## config.mk

```make
export PLATFORM = sky130hd
export DESIGN_NAME = immexp_zfind
export DESIGN_NICKNAME = d
export VERILOG_FILES = /design/src/hdl/datapath_pkg.sv /design/src/hdl/rv_isa_pkg.sv /design/src/hdl/adr_register.sv /design/src/hdl/imm_expander.sv /design/src/hdl/imm_format_decoder.sv /design/src/hdl/immexp_zfind.sv
export SDC_FILE = /design/constraint.sdc
export NUM_CORES = 1
export LEC_CHECK = 0
export ABC_AREA = 1
export BUFFER_PORTS_ARGS = -buffer_cell sky130_fd_sc_hd__clkbuf_2
export CORE_ASPECT_RATIO = 2
export CORE_MARGIN = 2
export CORE_UTILIZATION = 50
export DETAILED_ROUTE_END_ITERATION = 6
export HOLD_SLACK_MARGIN = 0.06
export PLACE_DENSITY = 0.94
export SYNTH_ARGS = -nofsm -noshare
export SYNTH_HDL_FRONTEND = slang
export SYNTH_SLANG_ARGS = --single-unit
```

## constraint.sdc

```tcl
create_clock -name clk -period 2.4 [get_ports clk]
set_input_delay 0 -clock clk [delete_from_list [all_inputs] [get_ports clk]]
set_output_delay 0 -clock clk [all_outputs]
set_load 0.02 [all_outputs]
```

## src/hdl/datapath_pkg.sv

```systemverilog
/*
 * Datapath word definitions
 * Shared by the expander, the adr register and the top level
 */
package datapath_pkg;

    // ==============================
    // Data word
    // ==============================
    // Immediates are defined as 32 bits,
    // so the datapath width is fixed here
    localparam int XLEN = 32; // Data word width

    // ALU result, expanded operand and adr
    typedef logic [XLEN-1:0] word_t;

endpackage

```

## src/hdl/rv_isa_pkg.sv

```systemverilog
/*
 * RISC-V instruction set encodings for the immediate expander
 * Major opcodes, immediate formats and instruction field positions
 */
package rv_isa_pkg;

    // ==============================
    // Instruction word layout
    // ==============================
    localparam int INSTR_W    = 32;                         // Base 32-bit encodings only
    localparam int OPCODE_LSB = 2;                          // Bits 1..0 are always 11
    localparam int OPCODE_MSB = 6;
    localparam int OPCODE_W   = OPCODE_MSB - OPCODE_LSB + 1; // Major opcode field
    localparam int IMM_SIGN   = 31;                         // Sign bit of every immediate

    typedef logic [INSTR_W-1:0] instr_t; // Raw instruction word

    // ==============================
    // Major opcodes, bits 6..2
    // ==============================
    typedef enum logic [OPCODE_W-1:0] {
        LOAD      = 5'b00000, // Loads
        CUSTOM_IJ = 5'b00010, // Custom ij, decodes as I
        OP_IMM    = 5'b00100, // Reg-imm ALU ops
        AUIPC     = 5'b00101, // Add upper imm to pc
        STORE     = 5'b01000, // Stores
        OP        = 5'b01100, // Reg-reg ALU ops
        LUI       = 5'b01101, // Load upper imm
        BRANCH    = 5'b11000, // Conditional branches
        JALR      = 5'b11001, // Indirect jump
        JAL       = 5'b11011, // Direct jump
        SYSTEM    = 5'b11100  // CSR and environment
    } rv_opcode_e;

    // ==============================
    // Operand source selection
    // ==============================
    // Pass-through keeps the all-ones code
    // and 3'b110 is unused
    typedef enum logic [2:0] {
        FMT_U       = 3'b000, // Upper 20 bits
        FMT_J       = 3'b001, // Jump offset
        FMT_B       = 3'b010, // Branch offset
        FMT_ILLEGAL = 3'b011, // Unknown opcode in decode
        FMT_S       = 3'b100, // Store offset
        FMT_I       = 3'b101, // 12-bit signed immediate
        FMT_PASS    = 3'b111  // Not a decode cycle
    } imm_fmt_e;

endpackage

```

## src/hdl/adr_register.sv

```systemverilog
`timescale 1ns/100ps
/*
 * Address/working register with zero-finder
 * Loads the operand on enabled edges and records whether the ALU result was nonzero
 */
module adr_register (
    input  logic                clk,
    input  logic                rst_n,
    input  logic                ena_q,          // Load enable
    input  logic                clear_q,        // Clear request
    input  logic                core_running,   // Low keeps both registers clear
    input  datapath_pkg::word_t operand,        // Expanded operand
    input  datapath_pkg::word_t alu_result,     // Zero-finder input
    output datapath_pkg::word_t adr,            // Working and I/O address register
    output logic                result_nonzero  // Low when alu_result was zero
);

    logic clear_cond;  // Either source of a clear
    logic alu_nonzero; // Zero-finder output

    assign clear_cond  = clear_q || !core_running;
    assign alu_nonzero = |alu_result; // OR-reduce the whole word

    // ==============================
    // Registers
    // ==============================
    always_ff @(posedge clk) begin
        if (!rst_n) begin
            adr            <= '0;
            result_nonzero <= 1'b0;
        end else if (ena_q) begin
            if (clear_cond) begin
                adr            <= '0; // Clear wins over the load
                result_nonzero <= 1'b0;
            end else begin
                adr            <= operand;
                result_nonzero <= alu_nonzero;
            end
        end
    end

    // ==============================
    // Checks
    // ==============================
    // A clear on an enabled edge zeroes both registers
    a_clear_zeroes : assert property (
        @(posedge clk) disable iff (!rst_n)
        ena_q && clear_cond |=> (adr == '0) && !result_nonzero
    ) else $error("adr_register: clear did not zero adr");

    // Without ena_q the register holds
    a_hold_when_idle : assert property (
        @(posedge clk) disable iff (!rst_n)
        !ena_q |=> $stable(adr) && $stable(result_nonzero)
    ) else $error("adr_register: adr changed while ena_q low");

endmodule

```

## src/hdl/imm_expander.sv

```systemverilog
`timescale 1ns/100ps
/*
 * Immediate expander
 * Sign-extends the immediate of the selected format or forwards the ALU result
 */
module imm_expander (
    input  rv_isa_pkg::imm_fmt_e fmt,        // From the format decoder
    input  rv_isa_pkg::instr_t   instr,      // Instruction word
    input  datapath_pkg::word_t  alu_result, // Used outside decode
    output datapath_pkg::word_t  operand     // To the adr register
);
    import rv_isa_pkg::*;
    import datapath_pkg::*;

    logic sign; // Top bit of every signed immediate

    assign sign = instr[IMM_SIGN];

    // ==============================
    // Immediate assembly
    // ==============================
    always_comb begin
        case (fmt)
            FMT_I: begin
                // Sign then 30..20
                operand = {{(XLEN-11){sign}}, instr[30:20]};
            end
            FMT_S: begin
                // Sign then 30..25 and 11..7
                operand = {{(XLEN-11){sign}}, instr[30:25], instr[11:7]};
            end
            FMT_B: begin
                // Bit 7 lands in position 11
                operand = {{(XLEN-12){sign}}, instr[7], instr[30:25],
                           instr[11:8], 1'b0};
            end
            FMT_U: begin
                operand = {instr[31:12], 12'b0}; // Low 12 bits cleared
            end
            FMT_J: begin
                // Bits 19..12 stay in place, bit 20 drops to 11
                operand = {{(XLEN-20){sign}}, instr[19:12], instr[20],
                           instr[30:21], 1'b0};
            end
            FMT_PASS: begin
                operand = alu_result; // Not a decode cycle
            end
            default: begin
                operand = '0; // Illegal opcode and unused code
            end
        endcase
    end

endmodule

```

## src/hdl/imm_format_decoder.sv

```systemverilog
`timescale 1ns/100ps
/*
 * Immediate format decoder
 * Maps the major opcode to an immediate format during decode
 */
module imm_format_decoder (
    input  logic                   imm_expand, // High in the decode cycle
    input  rv_isa_pkg::rv_opcode_e opcode,     // Instruction bits 6..2
    output rv_isa_pkg::imm_fmt_e   fmt         // Operand source for expander
);
    import rv_isa_pkg::*;

    // ==============================
    // Format selection
    // ==============================
    always_comb begin
        if (!imm_expand) begin
            fmt = FMT_PASS; // ALU result goes straight through
        end else begin
            case (opcode)
                LOAD: begin
                    fmt = FMT_I; // Load offset
                end
                OP_IMM: begin
                    fmt = FMT_I; // ALU immediate
                end
                JALR: begin
                    fmt = FMT_I; // Jump target offset
                end
                OP: begin
                    fmt = FMT_I; // No immediate, value unused
                end
                SYSTEM: begin
                    fmt = FMT_I; // CSR address field
                end
                CUSTOM_IJ: begin
                    fmt = FMT_I; // Custom op shares I layout
                end
                STORE: begin
                    fmt = FMT_S; // Split store offset
                end
                BRANCH: begin
                    fmt = FMT_B; // Halfword branch offset
                end
                AUIPC: begin
                    fmt = FMT_U; // Upper immediate
                end
                LUI: begin
                    fmt = FMT_U;
                end
                JAL: begin
                    fmt = FMT_J; // 21-bit jump offset
                end
                default: begin
                    fmt = FMT_ILLEGAL; // Anything else is not ours
                end
            endcase
        end
    end

endmodule

```

## src/hdl/immexp_zfind.sv

```systemverilog
`timescale 1ns/100ps
/*
 * Immediate operand expander with zero-finder and adr register
 * Decoder and expander are combinational, the register adds one cycle
 */
module immexp_zfind (
    input  logic                clk,
    input  logic                rst_n,
    input  datapath_pkg::word_t alu_result,     // ALU output
    input  rv_isa_pkg::instr_t  instr,          // Current instruction
    input  logic                imm_expand,     // Decode cycle
    input  logic                clear_q,        // Clear adr on enabled edge
    input  logic                core_running,   // Low holds adr clear
    input  logic                ena_q,          // Update adr
    output datapath_pkg::word_t adr,
    output logic                result_nonzero  // Registered nonzero flag
);
    import rv_isa_pkg::*;
    import datapath_pkg::*;

    rv_opcode_e opcode;  // Major opcode field
    imm_fmt_e   fmt;     // Decoder to expander
    word_t      operand; // Expander to register

    assign opcode = rv_opcode_e'(instr[OPCODE_MSB:OPCODE_LSB]);

    // ==============================
    // Datapath
    // ==============================
    imm_format_decoder imm_format_decoder_inst (
        .imm_expand (imm_expand),
        .opcode     (opcode),
        .fmt        (fmt)
    );

    imm_expander imm_expander_inst (
        .fmt        (fmt),
        .instr      (instr),
        .alu_result (alu_result),
        .operand    (operand)
    );

    adr_register adr_register_inst (
        .clk            (clk),
        .rst_n          (rst_n),
        .ena_q          (ena_q),
        .clear_q        (clear_q),
        .core_running   (core_running),
        .operand        (operand),
        .alu_result     (alu_result),
        .adr            (adr),
        .result_nonzero (result_nonzero)
    );

endmodule

```

-- Yosys cells after proc, flatten, opt, wreduce, memory -nomap -nowiden
Memory sizes are Yosys's and may differ from the RTL's.
Cells that the tools add are included.
- eq/ne operators: 5
- muxes and demuxes: 4
- reduce and logical (&&, ||, !) cells: 4
- operators by type and width (operator ; number):
    32-bit case mux with 6 select lines ; 1
    32-bit 2-to-1 mux ; 1
    32-bit OR reduction ; 1
    3-bit == test, second input constant ; 3
    3-bit by 1-bit == test with 1-bit output, second input constant ; 1
    3-bit by 2-bit == test with 1-bit output, second input constant ; 1
    3-bit logical NOT ; 1
    3-bit 2-to-1 mux ; 1
    1-bit logical NOT ; 1
    1-bit logical OR ; 1
    1-bit 2-to-1 mux ; 1
- register bits after elaboration: 33
- ROM bits: 96
- input bits: 70
- output and inout port bits: 33
- logic and storage cells: 16
- memories kept: 1
- memories (name ; words ; bits a word ; rd ports ; clocked after memory_dff ; wr ports ; RTL line ; RTL):
    (name not given) ; 32 ; 3 ; 1 ; 0 ; 0 ; imm_format_decoder.sv:20 ; case (opcode)

-- Longest topological paths before layout
Gate-level depths: netlist (run 1).
An unclocked memory read counts as a cell.
- depth in word-level cells: 5
- depth in mapped cells: 14

-- Hierarchy
A second synthesis (run 1) with hierarchy kept.
- cells, all modules: 368
- area, all modules: 2237.1 um^2
- by module, submodules not included (module ; times used ; cells an instance ; area an instance (um^2) ; seq. area each (um^2)):
    adr_register ; 1 ; 176 ; 1265.0 ; 660.6
    imm_expander ; 1 ; 168 ; 869.6 ; 0.0
    imm_format_decoder ; 1 ; 24 ; 102.6 ; 0.0

-- Worst setup path after synthesis (run 1)
OpenSTA, ideal clock, no wires.
- kind: input-to-reg
- start point: input port instr[2]
- end point: register adr_register_inst.adr[21]
- setup time: 135 ps
- arrival time: 992 ps
- data required time: 2265 ps
- setup slack: 1273 ps
- cell stages on the path: 11
- path buffers: 1
- path through: o21ai_1 -> nand3_1 -> nand2_2 -> nand2_4 -> nand2_2 -> nand2_1 -> nand2_2 -> buf_6 -> nand3_2 -> nand2_1 -> a21oi_2
- longest elaborated chain between the ends: 5
- RTL lines (element ; RTL line ; RTL):
    start, declared ; immexp_zfind.sv:10 ; input rv_isa_pkg::instr_t instr,
    memory read 32 x 3 bit (*) ; -- ;
    3-bit 2-to-1 mux (*) ; imm_format_decoder.sv:17 ; if (!imm_expand) begin
    3-bit == test, or another cell as far along ; imm_expander.sv:23 ; case (fmt)
    32-bit case mux with 6 select lines (*) ; imm_expander.sv:23 ;
    32-bit 2-to-1 mux (*) ; adr_register.sv:32 ; if (clear_cond) begin
    end signal, assigned ; adr_register.sv:36 ; adr <= operand;
    end, declared ; adr_register.sv:14 ; output datapath_pkg::word_t adr,
Every way passes the cells marked *; elsewhere a longest branch is shown, timed or not.
A chain may end at the register's enable or synchronous reset.

-- Final worst setup path (run 1)
- start point: input port instr[3]
- end point: register adr_register_inst.adr[24]
Same word-level chain as after synthesis.

==> load_flow_metrics.sql, run 1 <==
INSERT INTO impl_metrics (metric_group, metric, value, unit) VALUES
('die', 'num_rows', '33', ''),
('timing', 'skew', '0', 'ns'),
('timing', 'layout_min_cycle_time', '1.573', 'ns'),
('route', 'post_drt_via_cell_ratio', '5.483', ''),
('timing', 'final-setup-viol-count', '0', ''),
('clocking', 'cts-hold-fix-buffers', '1', ''),
('route', 'drt_wl_total', '6399', 'um'),
('placement', 'finalWeightedCongestion', '1.003', ''),
('clocking', 'clock_latency', '0.27', 'ns'),
('worst_setup_path', 'worst_r2r_endpoint', 'adr_register_inst.adr[9]$_SDFFE_PN0P_', ''),
('final_layout', 'fin_util', '0.6667', ''),
('clocking', 'cts_post_setup_buffers_inserted', '0', ''),
('die', 'num_io_pins', '103', ''),
('placement', 'detailed_place_hpwl', '4921', 'um'),
('logic_synthesis', 'post_synth_instance_area', '2118', 'um2'),
('logic_synthesis', 'synth_fp_nets', '413', ''),
('route', 'routedWlPerCell', '13.09', 'um'),
('timing', 'slew_headroom', '0.3431', ''),
('worst_setup_path', 'worstReg2RegStart', 'adr_register_inst.adr[9]$_SDFFE_PN0P_', ''),
('placement', 'placement.io_buffers', '100', ''),
('timing', 'final.period_utilization', '0.6554', ''),
('grt', 'vias_in_the_first_global_route', '2456', ''),
('pwr', 'power.density', '457.3', 'nW/um2'),
('route', 'route.vias.total', '2681', ''),
('logic_synthesis', 'sequential_fraction_of_the_synthesis_area', '0.3119', ''),
('logic_synthesis', 'synth.avg_cell_area', '6.176', 'um2'),
('route', 'drt_iter0_markers', '133', ''),
('die', 'floorplan.die.width', '50.03', 'um'),
('logic_synthesis', 'postSynthCellCount', '343', ''),
('logic_synthesis', 'async_reset_ff_frac', '0', ''),
('logic_synthesis', 'yosys_register_bits', '33', ''),
('run_status', 'status', 'complete, no violations', ''),
('grt', 'grt_pass1_wl', '10560', 'um'),
('worst_setup_path', 'nature_of_the_critical_path_endpoint', 'flip-flop', ''),
('pwr', 'static-leakage-power', '1.422', 'nW'),
('clocking', 'clkSinkCount', '33', ''),
('logic_synthesis', 'yosys_warnings', '0', ''),
('hold_path', 'timing.hold.worst_path_depth', '5', ''),
('clocking', 'cts.clk_slew.worst_paths', '0.07', 'ns'),
('final_layout', 'finish.net_count', '507', ''),
('grt', 'global_route.overflow_total', '0', ''),
('grt', 'grt_max_degree', '34', ''),
('timing', 'tightestPinTransition', '0.9842', 'ns'),
('final_layout', 'layout_cells_sized_above_1', '0.3158', ''),
('die', 'floorplan.die_area', '4805', 'um2'),
('worst_setup_path', 'crit_fanout', '12', ''),
('final_layout', 'insertedDiodeCount', '0', ''),
('logic_synthesis', 'dominantRegCellSynth', 'sky130_fd_sc_hd__dfxtp_1', ''),
('grt', 'grt_usage', '0.2795', ''),
('final_layout', 'flow.area_growth_from_synthesis', '28.65', '%'),
('worst_setup_path', 'setup.reg_to_reg.worst_slack', '1.72', 'ns'),
('grt', 'antenna_violations_before_repair', '0', ''),
('route', 'detail_route.drc_violations', '0', ''),
('timing', 'grt_setup_unrepaired', 'no', ''),
('worst_setup_path', 'worstPathRequired', '2.61', 'ns'),
('clocking', 'cts_tree', 'yes', ''),
('hold_path', 'min-delay-path-class', 'input pin to flip-flop', ''),
('clocking', 'clk_root_buffer_cell', 'sky130_fd_sc_hd__clkbuf_8', ''),
('die', 'floorplan.initialDensity', '0.5182', ''),
('timing', 'finalSetupTns', '0', 'ns'),
('die', 'die-height', '96.05', 'um'),
('pwr', 'ir_drop', '0.4370', 'mV'),
('route', 'first_pass_iters', '5', ''),
('timing', 'clock.fmax', '0.6357', 'GHz'),
('clocking', 'h_tree_levels', '2', ''),
('worst_setup_path', 'cp-start-kind', 'input pin', ''),
('worst_setup_path', 'r2r.worst_path.cells', '2', ''),
('worst_setup_path', 'timing_worst_setup_path_type', 'input pin to flip-flop', ''),
('logic_synthesis', 'edff_count_synth', '0', ''),
('clocking', 'buffer_depth_of_the_longest_clock_path', '2', ''),
('clocking', 'cts_repair_resize_count', '0', ''),
('worst_setup_path', 'worst_ep_arrival_time', '1.78', 'ns'),
('hold_path', 'hold-path-endpoint', 'adr_register_inst.adr[12]$_SDFFE_PN0P_', ''),
('timing', 'max_slew_violations', '0', ''),
('clocking', 'cts-buffers-inserted', '5', ''),
('die', 'coreArea', '4088', 'um2'),
('hold_path', 'hp-start', 'instr[12]', ''),
('timing', 'hold_viol', '0', ''),
('logic_synthesis', 'synth_cell_type_count', '22', ''),
('route', 'postRouteAntennaNets', '0', ''),
('flow_run', 'drv_cap', '0', '');
where the power goes:
group | switching, mW | leakage, nW | total, mW | internal, mW
Combinational | 0.171 | 1.11 | 0.271 | 0.100
Sequential | 0.00503 | 0.267 | 0.562 | 0.557
Clock | 0.185 | 0.0443 | 0.413 | 0.227
flip-flops by register name, indices dropped and copies added, names as in the netlist:
| register | cells |
|---|---|
| adr_register_inst.result_nonzero | 1 |
| adr_register_inst.adr | 32 |
critical path, stage by stage:
cell and delay [ns]:
sky130_fd_sc_hd__clkbuf_2 0.11, sky130_fd_sc_hd__inv_1 0.06, sky130_fd_sc_hd__nand2_1 0.06, sky130_fd_sc_hd__nand2_1 0.05, sky130_fd_sc_hd__nand2_1 0.06, sky130_fd_sc_hd__nor2_1 0.05
sky130_fd_sc_hd__nor2_1 0.55, sky130_fd_sc_hd__nand3_1 0.15, sky130_fd_sc_hd__nand2_1 0.13, sky130_fd_sc_hd__nand2_2 0.21, sky130_fd_sc_hd__nand3_2 0.15, sky130_fd_sc_hd__nand2_1 0.08
sky130_fd_sc_hd__a21oi_2 0.13
layout by cell type, fill, tap and decap left out, types with 4 or more instances in the layout:
master and n:
sky130_fd_sc_hd__nand4_1 26, sky130_fd_sc_hd__a21oi_1 29, sky130_fd_sc_hd__o21ai_0 5, sky130_fd_sc_hd__clkbuf_8 6, sky130_fd_sc_hd__buf_4 4, sky130_fd_sc_hd__o21ai_1 8
sky130_fd_sc_hd__dfxtp_1 33, sky130_fd_sc_hd__nand3_1 10, sky130_fd_sc_hd__clkbuf_2 100, sky130_fd_sc_hd__nand2_1 136, sky130_fd_sc_hd__inv_1 27, sky130_fd_sc_hd__nor4_1 8
sky130_fd_sc_hd__nand2_2 6, sky130_fd_sc_hd__a21oi_2 5, sky130_fd_sc_hd__inv_2 4, sky130_fd_sc_hd__nor2_1 13, sky130_fd_sc_hd__nand3_2 10
through the flow:
step	setup slack (ns)	power, mW	cells	hold slack, ns	cell area, um2
detailed placement	0.5939	0.8379	481	0.3178	2629
global placement	0.6709	0.8318	481	0.3118	2629
CTS	0.8558	1.244	489	0.06868	2725
global route	0.5633	1.309	489	0.09593	2725
floorplan	1.273	0.7315	343	0.1925	2118
finish	0.8270	1.246	489	0.06942	2725
logic make-up after synthesis:
logic type | Yosys count | share of synthesized area
simple gates | 211 | 0.4637
buf+inv | 50 | 0.09746
compound gates | 49 | 0.1270
flops | 33 | 0.3119
synth_stat cells (4+ instances only):
| library cell | instances | share of area |
|---|---|---|
| sky130_fd_sc_hd__a21oi_1 | 29 | 0.069 |
| sky130_fd_sc_hd__a21oi_2 | 5 | 0.021 |
| sky130_fd_sc_hd__buf_2 | 8 | 0.019 |
| sky130_fd_sc_hd__clkbuf_1 | 9 | 0.016 |
| sky130_fd_sc_hd__dfxtp_1 | 33 | 0.31 |
| sky130_fd_sc_hd__inv_1 | 27 | 0.048 |
| sky130_fd_sc_hd__inv_2 | 4 | 0.0071 |
| sky130_fd_sc_hd__nand2_1 | 136 | 0.24 |
| sky130_fd_sc_hd__nand2_2 | 6 | 0.018 |
| sky130_fd_sc_hd__nand3_1 | 10 | 0.024 |
| sky130_fd_sc_hd__nand3_2 | 10 | 0.047 |
| sky130_fd_sc_hd__nand4_1 | 26 | 0.077 |
| sky130_fd_sc_hd__nor2_1 | 13 | 0.023 |
| sky130_fd_sc_hd__nor4_1 | 8 | 0.024 |
| sky130_fd_sc_hd__o21ai_0 | 5 | 0.012 |
| sky130_fd_sc_hd__o21ai_1 | 8 | 0.019 |
layer usage:
layer | wire (um) | global-route usage
met5 | 0 | 0
met4 | 328 | 0.1551
met3 | 471 | 0.04503
met2 | 3365 | 0.5143
met1 | 2234 | 0.2932
worst max-delay path by stage:
stage	startpoint	end	slack (ns)	cells past startpoint
2_1_floorplan	instr[2]	adr_register_inst.adr[21]$_SDFFE_PN0P_	1.27	11
3_3_place_gp	instr[4]	adr_register_inst.adr[20]$_SDFFE_PN0P_	0.67	11
3_5_place_dp	instr[4]	adr_register_inst.adr[20]$_SDFFE_PN0P_	0.59	11
4_1_cts	clear_q	adr_register_inst.adr[14]$_SDFFE_PN0P_	0.86	8
5_1_grt	instr[4]	adr_register_inst.adr[31]$_SDFFE_PN0P_	0.56	11
6_report	instr[3]	adr_register_inst.adr[24]$_SDFFE_PN0P_	0.83	13
layout make-up:
type	count	area, um2
fill	362	1363
multi-input combinational	260	1251
sequential	33	660.6
timing repair buffer	105	540.5
inverter	32	121.4
clock buffer	7	86.33
tap	52	65.06
Note: power is estimated with default switching activity, not from simulation.
==> inputs of run 2 (changes only) <==
- ABC_AREA: 1 -> 0
- CORE_UTILIZATION: 50 -> 44
- PLACE_DENSITY: 0.94 -> 0.88
- clock period: 2.4 -> 1.5 ns (I/O delays scaled with it)
==> load_flow_metrics.sql, run 2 <==
INSERT INTO impl_metrics (metric_group, metric, value, unit) VALUES
('worst_setup_path', 'cp-start-kind', 'input pin', ''),
('die', 'coreArea', '3884', 'um2'),
('clocking', 'clkSinkCount', '33', ''),
('die', 'die-height', '93.90', 'um'),
('logic_synthesis', 'post_synth_xor_area_fraction', '0', ''),
('final_layout', 'reg_top3', 'adr_register_inst.adr: 32 flops, adr_register_inst.result_nonzero: 1 flops', ''),
('worst_setup_path', 'top_family_by_delay_on_critical_path', 'simple AND/OR/NAND/NOR gates', ''),
('timing', 'hold_viol', '0', ''),
('route', 'postRouteAntennaNets', '0', ''),
('route', 'routedWlPerCell', '18.75', 'um'),
('logic_synthesis', 'fraction_of_synthesized_cell_area_taken_by_the_top_area_cell_type', '0.3716', ''),
('clocking', 'clk_root_buffer_cell', 'sky130_fd_sc_hd__clkbuf_8', ''),
('final_layout', 'insertedDiodeCount', '0', ''),
('clocking', 'cts.clk_slew.worst_paths', '0.07', 'ns'),
('pwr', 'static-leakage-power', '1.278', 'nW'),
('worst_setup_path', 'critical-path-max-stage-delay', '0.54', 'ns'),
('logic_synthesis', 'yosysMostFrequentCell', 'sky130_fd_sc_hd__dfxtp_1', ''),
('timing', 'skew', '0', 'ns'),
('placement', 'detailed_place_hpwl', '4916', 'um'),
('timing', 'finalSetupTns', '0', 'ns'),
('worst_setup_path', 'nature_of_the_critical_path_endpoint', 'flip-flop', ''),
('die', 'num_rows', '32', ''),
('logic_synthesis', 'async_reset_ff_frac', '0', ''),
('logic_synthesis', 'post_synth_instance_area', '1778', 'um2'),
('clocking', 'h_tree_levels', '2', ''),
('final_layout', 'mostFrequentLayoutCell', 'sky130_fd_sc_hd__clkbuf_2', ''),
('pwr', 'ir_drop', '0.9544', 'mV'),
('timing', 'layout_min_cycle_time', '1.434', 'ns'),
('final_layout', 'fill_cells', '271', ''),
('logic_synthesis', 'dominantRegCellSynth', 'sky130_fd_sc_hd__dfxtp_1', ''),
('grt', 'antenna_violations_before_repair', '0', ''),
('logic_synthesis', 'yosys_register_bits', '33', ''),
('logic_synthesis', 'area_fraction_in_compound_gates_after_synthesis', '0.3371', ''),
('die', 'floorplan.die_area', '4596', 'um2'),
('final_layout', 'layout_cells_sized_above_1', '0.3387', ''),
('final_layout', 'finish.net_count', '444', ''),
('logic_synthesis', 'synth_cell_type_count', '37', ''),
('logic_synthesis', 'yosys_warnings', '0', ''),
('logic_synthesis', 'synth-simple-area-share', '0.2456', ''),
('worst_setup_path', 'critical_path.n_buffers_inverters', '2', ''),
('grt', 'grt_max_degree', '26', ''),
('clocking', 'buffer_depth_of_the_longest_clock_path', '2', ''),
('worst_setup_path', 'timing_worst_setup_path_type', 'input pin to flip-flop', ''),
('logic_synthesis', 'sequential_fraction_of_the_synthesis_area', '0.3716', ''),
('pwr', 'power.density', '692.6', 'nW/um2'),
('grt', 'vias_in_the_first_global_route', '2632', ''),
('worst_setup_path', 'cpMaxStageDelayCell', 'sky130_fd_sc_hd__or4_4', ''),
('die', 'floorplan.die.width', '48.95', 'um'),
('final_layout', 'seqCellArea', '660.6', 'um2'),
('worst_setup_path', 'worstPathRequired', '1.72', 'ns'),
('flow_run', 'drv_cap', '0', ''),
('clocking', 'cts-buffers-inserted', '5', ''),
('logic_synthesis', 'synth_top_family_by_area', 'compound AO/OA/AOI/OAI gates', ''),
('final_layout', 'layout.cells.non_filler', '426', ''),
('timing', 'max_slew_violations', '0', ''),
('logic_synthesis', 'synth_fp_nets', '290', ''),
('worst_setup_path', 'path_cells', 'clkbuf_2, or4_4, and3_1, a211o_1, or2_1, buf_12, o21ai_1', ''),
('route', 'first_pass_iters', '5', ''),
('timing', 'final-setup-viol-count', '0', ''),
('grt', 'grt_usage', '0.3511', ''),
('route', 'post_drt_via_cell_ratio', '6.124', ''),
('logic_synthesis', 'post_synth_main_area_contributors', 'sky130_fd_sc_hd__dfxtp_1, sky130_fd_sc_hd__a221o_1, sky130_fd_sc_hd__nand2_1', ''),
('route', 'drt_wl_total', '7987', 'um'),
('die', 'floorplan.initialDensity', '0.4578', ''),
('timing', 'tightestPinTransition', '0.5277', 'ns'),
('final_layout', 'largest_register_ff_count', '32', ''),
('grt', 'global_route.overflow_total', '0', ''),
('final_layout', 'flow.area_growth_from_synthesis', '66.85', '%'),
('timing', 'final.period_utilization', '0.9558', ''),
('final_layout', 'max_flop_register', 'adr_register_inst.adr', ''),
('final_layout', 'most-common-layout-cells', 'sky130_fd_sc_hd__clkbuf_2, sky130_fd_sc_hd__dlygate4sd3_1, sky130_fd_sc_hd__dfxtp_1', ''),
('worst_setup_path', 'worst_ep_arrival_time', '1.65', 'ns'),
('logic_synthesis', 'synth.area.mux_share', '0', ''),
('placement', 'placed_cells_incl_taps', '372', ''),
('clocking', 'cts_tree', 'yes', ''),
('logic_synthesis', 'synth_top_cells_by_count', 'sky130_fd_sc_hd__dfxtp_1, sky130_fd_sc_hd__nand2_1, sky130_fd_sc_hd__a21oi_1, sky130_fd_sc_hd__o21ai_1, sky130_fd_sc_hd__o21ai_0', ''),
('placement', 'placement.io_buffers', '100', ''),
('die', 'num_io_pins', '103', ''),
('clocking', 'clock_latency', '0.28', 'ns'),
('logic_synthesis', 'synth_largest_area_cell', 'sky130_fd_sc_hd__dfxtp_1', ''),
('timing', 'slew_headroom', '0.6482', ''),
('logic_synthesis', 'postSynthCellCount', '220', ''),
('worst_setup_path', 'crit_fanout', '21', ''),
('placement', 'finalWeightedCongestion', '0.9314', ''),
('logic_synthesis', 'edff_count_synth', '0', ''),
('route', 'drt_iter0_markers', '129', ''),
('hold_path', 'min-delay-path-class', 'input pin to flip-flop', ''),
('route', 'route.vias.total', '2609', ''),
('route', 'detail_route.drc_violations', '0', ''),
('final_layout', 'multi_input_area', '1044', 'um2'),
('timing', 'grt_setup_unrepaired', 'no', ''),
('logic_synthesis', 'synth.avg_cell_area', '8.082', 'um2'),
('timing', 'clock.fmax', '0.6975', 'GHz'),
('logic_synthesis', 'synth_adder_area_share', '0', ''),
('grt', 'grt_pass1_wl', '12430', 'um'),
('run_status', 'status', 'complete, no violations', '');
-- run 2: timing repair --
item | in CTS | in global routing
setup endpoints to repair | 0 | 5
resized for setup | 0 | 3
hold endpoints to repair | 22 | 0
buffers inserted | 0 | 0
hold buffers | 46 | 0
-- run 2: per-layer routing --
layer,global-route usage,wire (um),vias to the layer above
met4,0.2357,494,0
li1,-,-,1154
met3,0.07484,649,45
met5,0,0,-
met2,0.6381,4204,190
met1,0.3489,2638,1220
-- run 2: tightest hold or removal path: stages --
cell	delay (ns)
sky130_fd_sc_hd__clkbuf_2	0.10
sky130_fd_sc_hd__a222oi_1	0.11
sky130_fd_sc_hd__o21ai_1	0.12
-- run 2: through the flow --
stage / util / total power, mW / hold WS, ns / worst slack (ns) / cell area [um2]
2_1_floorplan: - / 1.089 / 0.1294 / -0.1025 / 1790
3_3_place_gp: 0.6211 / 1.274 / 0.2739 / -0.2177 / 2412
3_5_place_dp: 0.6211 / 1.279 / 0.2830 / -0.2388 / 2412
4_1_cts: 0.7619 / 2.026 / 0.06621 / 0.05603 / 2959
5_1_grt: 0.7639 / 2.131 / 0.09094 / 0.01044 / 2967
6_report: 0.7639 / 2.055 / 0.07978 / 0.06632 / 2967
-- run 2: kinds of logic after synthesis --
logic type             Yosys count
AOI/OAI and AO/OA               89
buffers and inverters           19
and+or+nand+nor                 79
DFF                             33
-- run 2: where the power goes --
part           internal, mW  total [mW]  leakage, nW  switching [mW]
Clock                 0.320       0.669       0.0439           0.349
Combinational         0.250       0.487        0.968           0.238
Sequential            0.889       0.898        0.266         0.00910
-- run 2: path summary, 6_finish.rpt --
kind                                          start                                     end  slack, ns  depth (start not counted)
min                                   alu_result[1]   adr_register_inst.adr[1]$_SDFFE_PN0P_       0.08                          3
max                                        instr[5]  adr_register_inst.adr[12]$_SDFFE_PN0P_       0.07                          7
max reg2reg  adr_register_inst.adr[21]$_SDFFE_PN0P_  adr_register_inst.adr[21]$_SDFFE_PN0P_       0.43                          4
min reg2reg  adr_register_inst.adr[19]$_SDFFE_PN0P_  adr_register_inst.adr[19]$_SDFFE_PN0P_       0.46                          2
-- run 2: final cells by class --
class                   count  share of cell area
repair buffers            163              0.3712
clock buffers               5             0.02320
multi-input cells         168              0.3517
inverters                   3            0.003796
well taps                  51             0.02151
clock inverters             3            0.005905
flip-flops and latches     33              0.2227
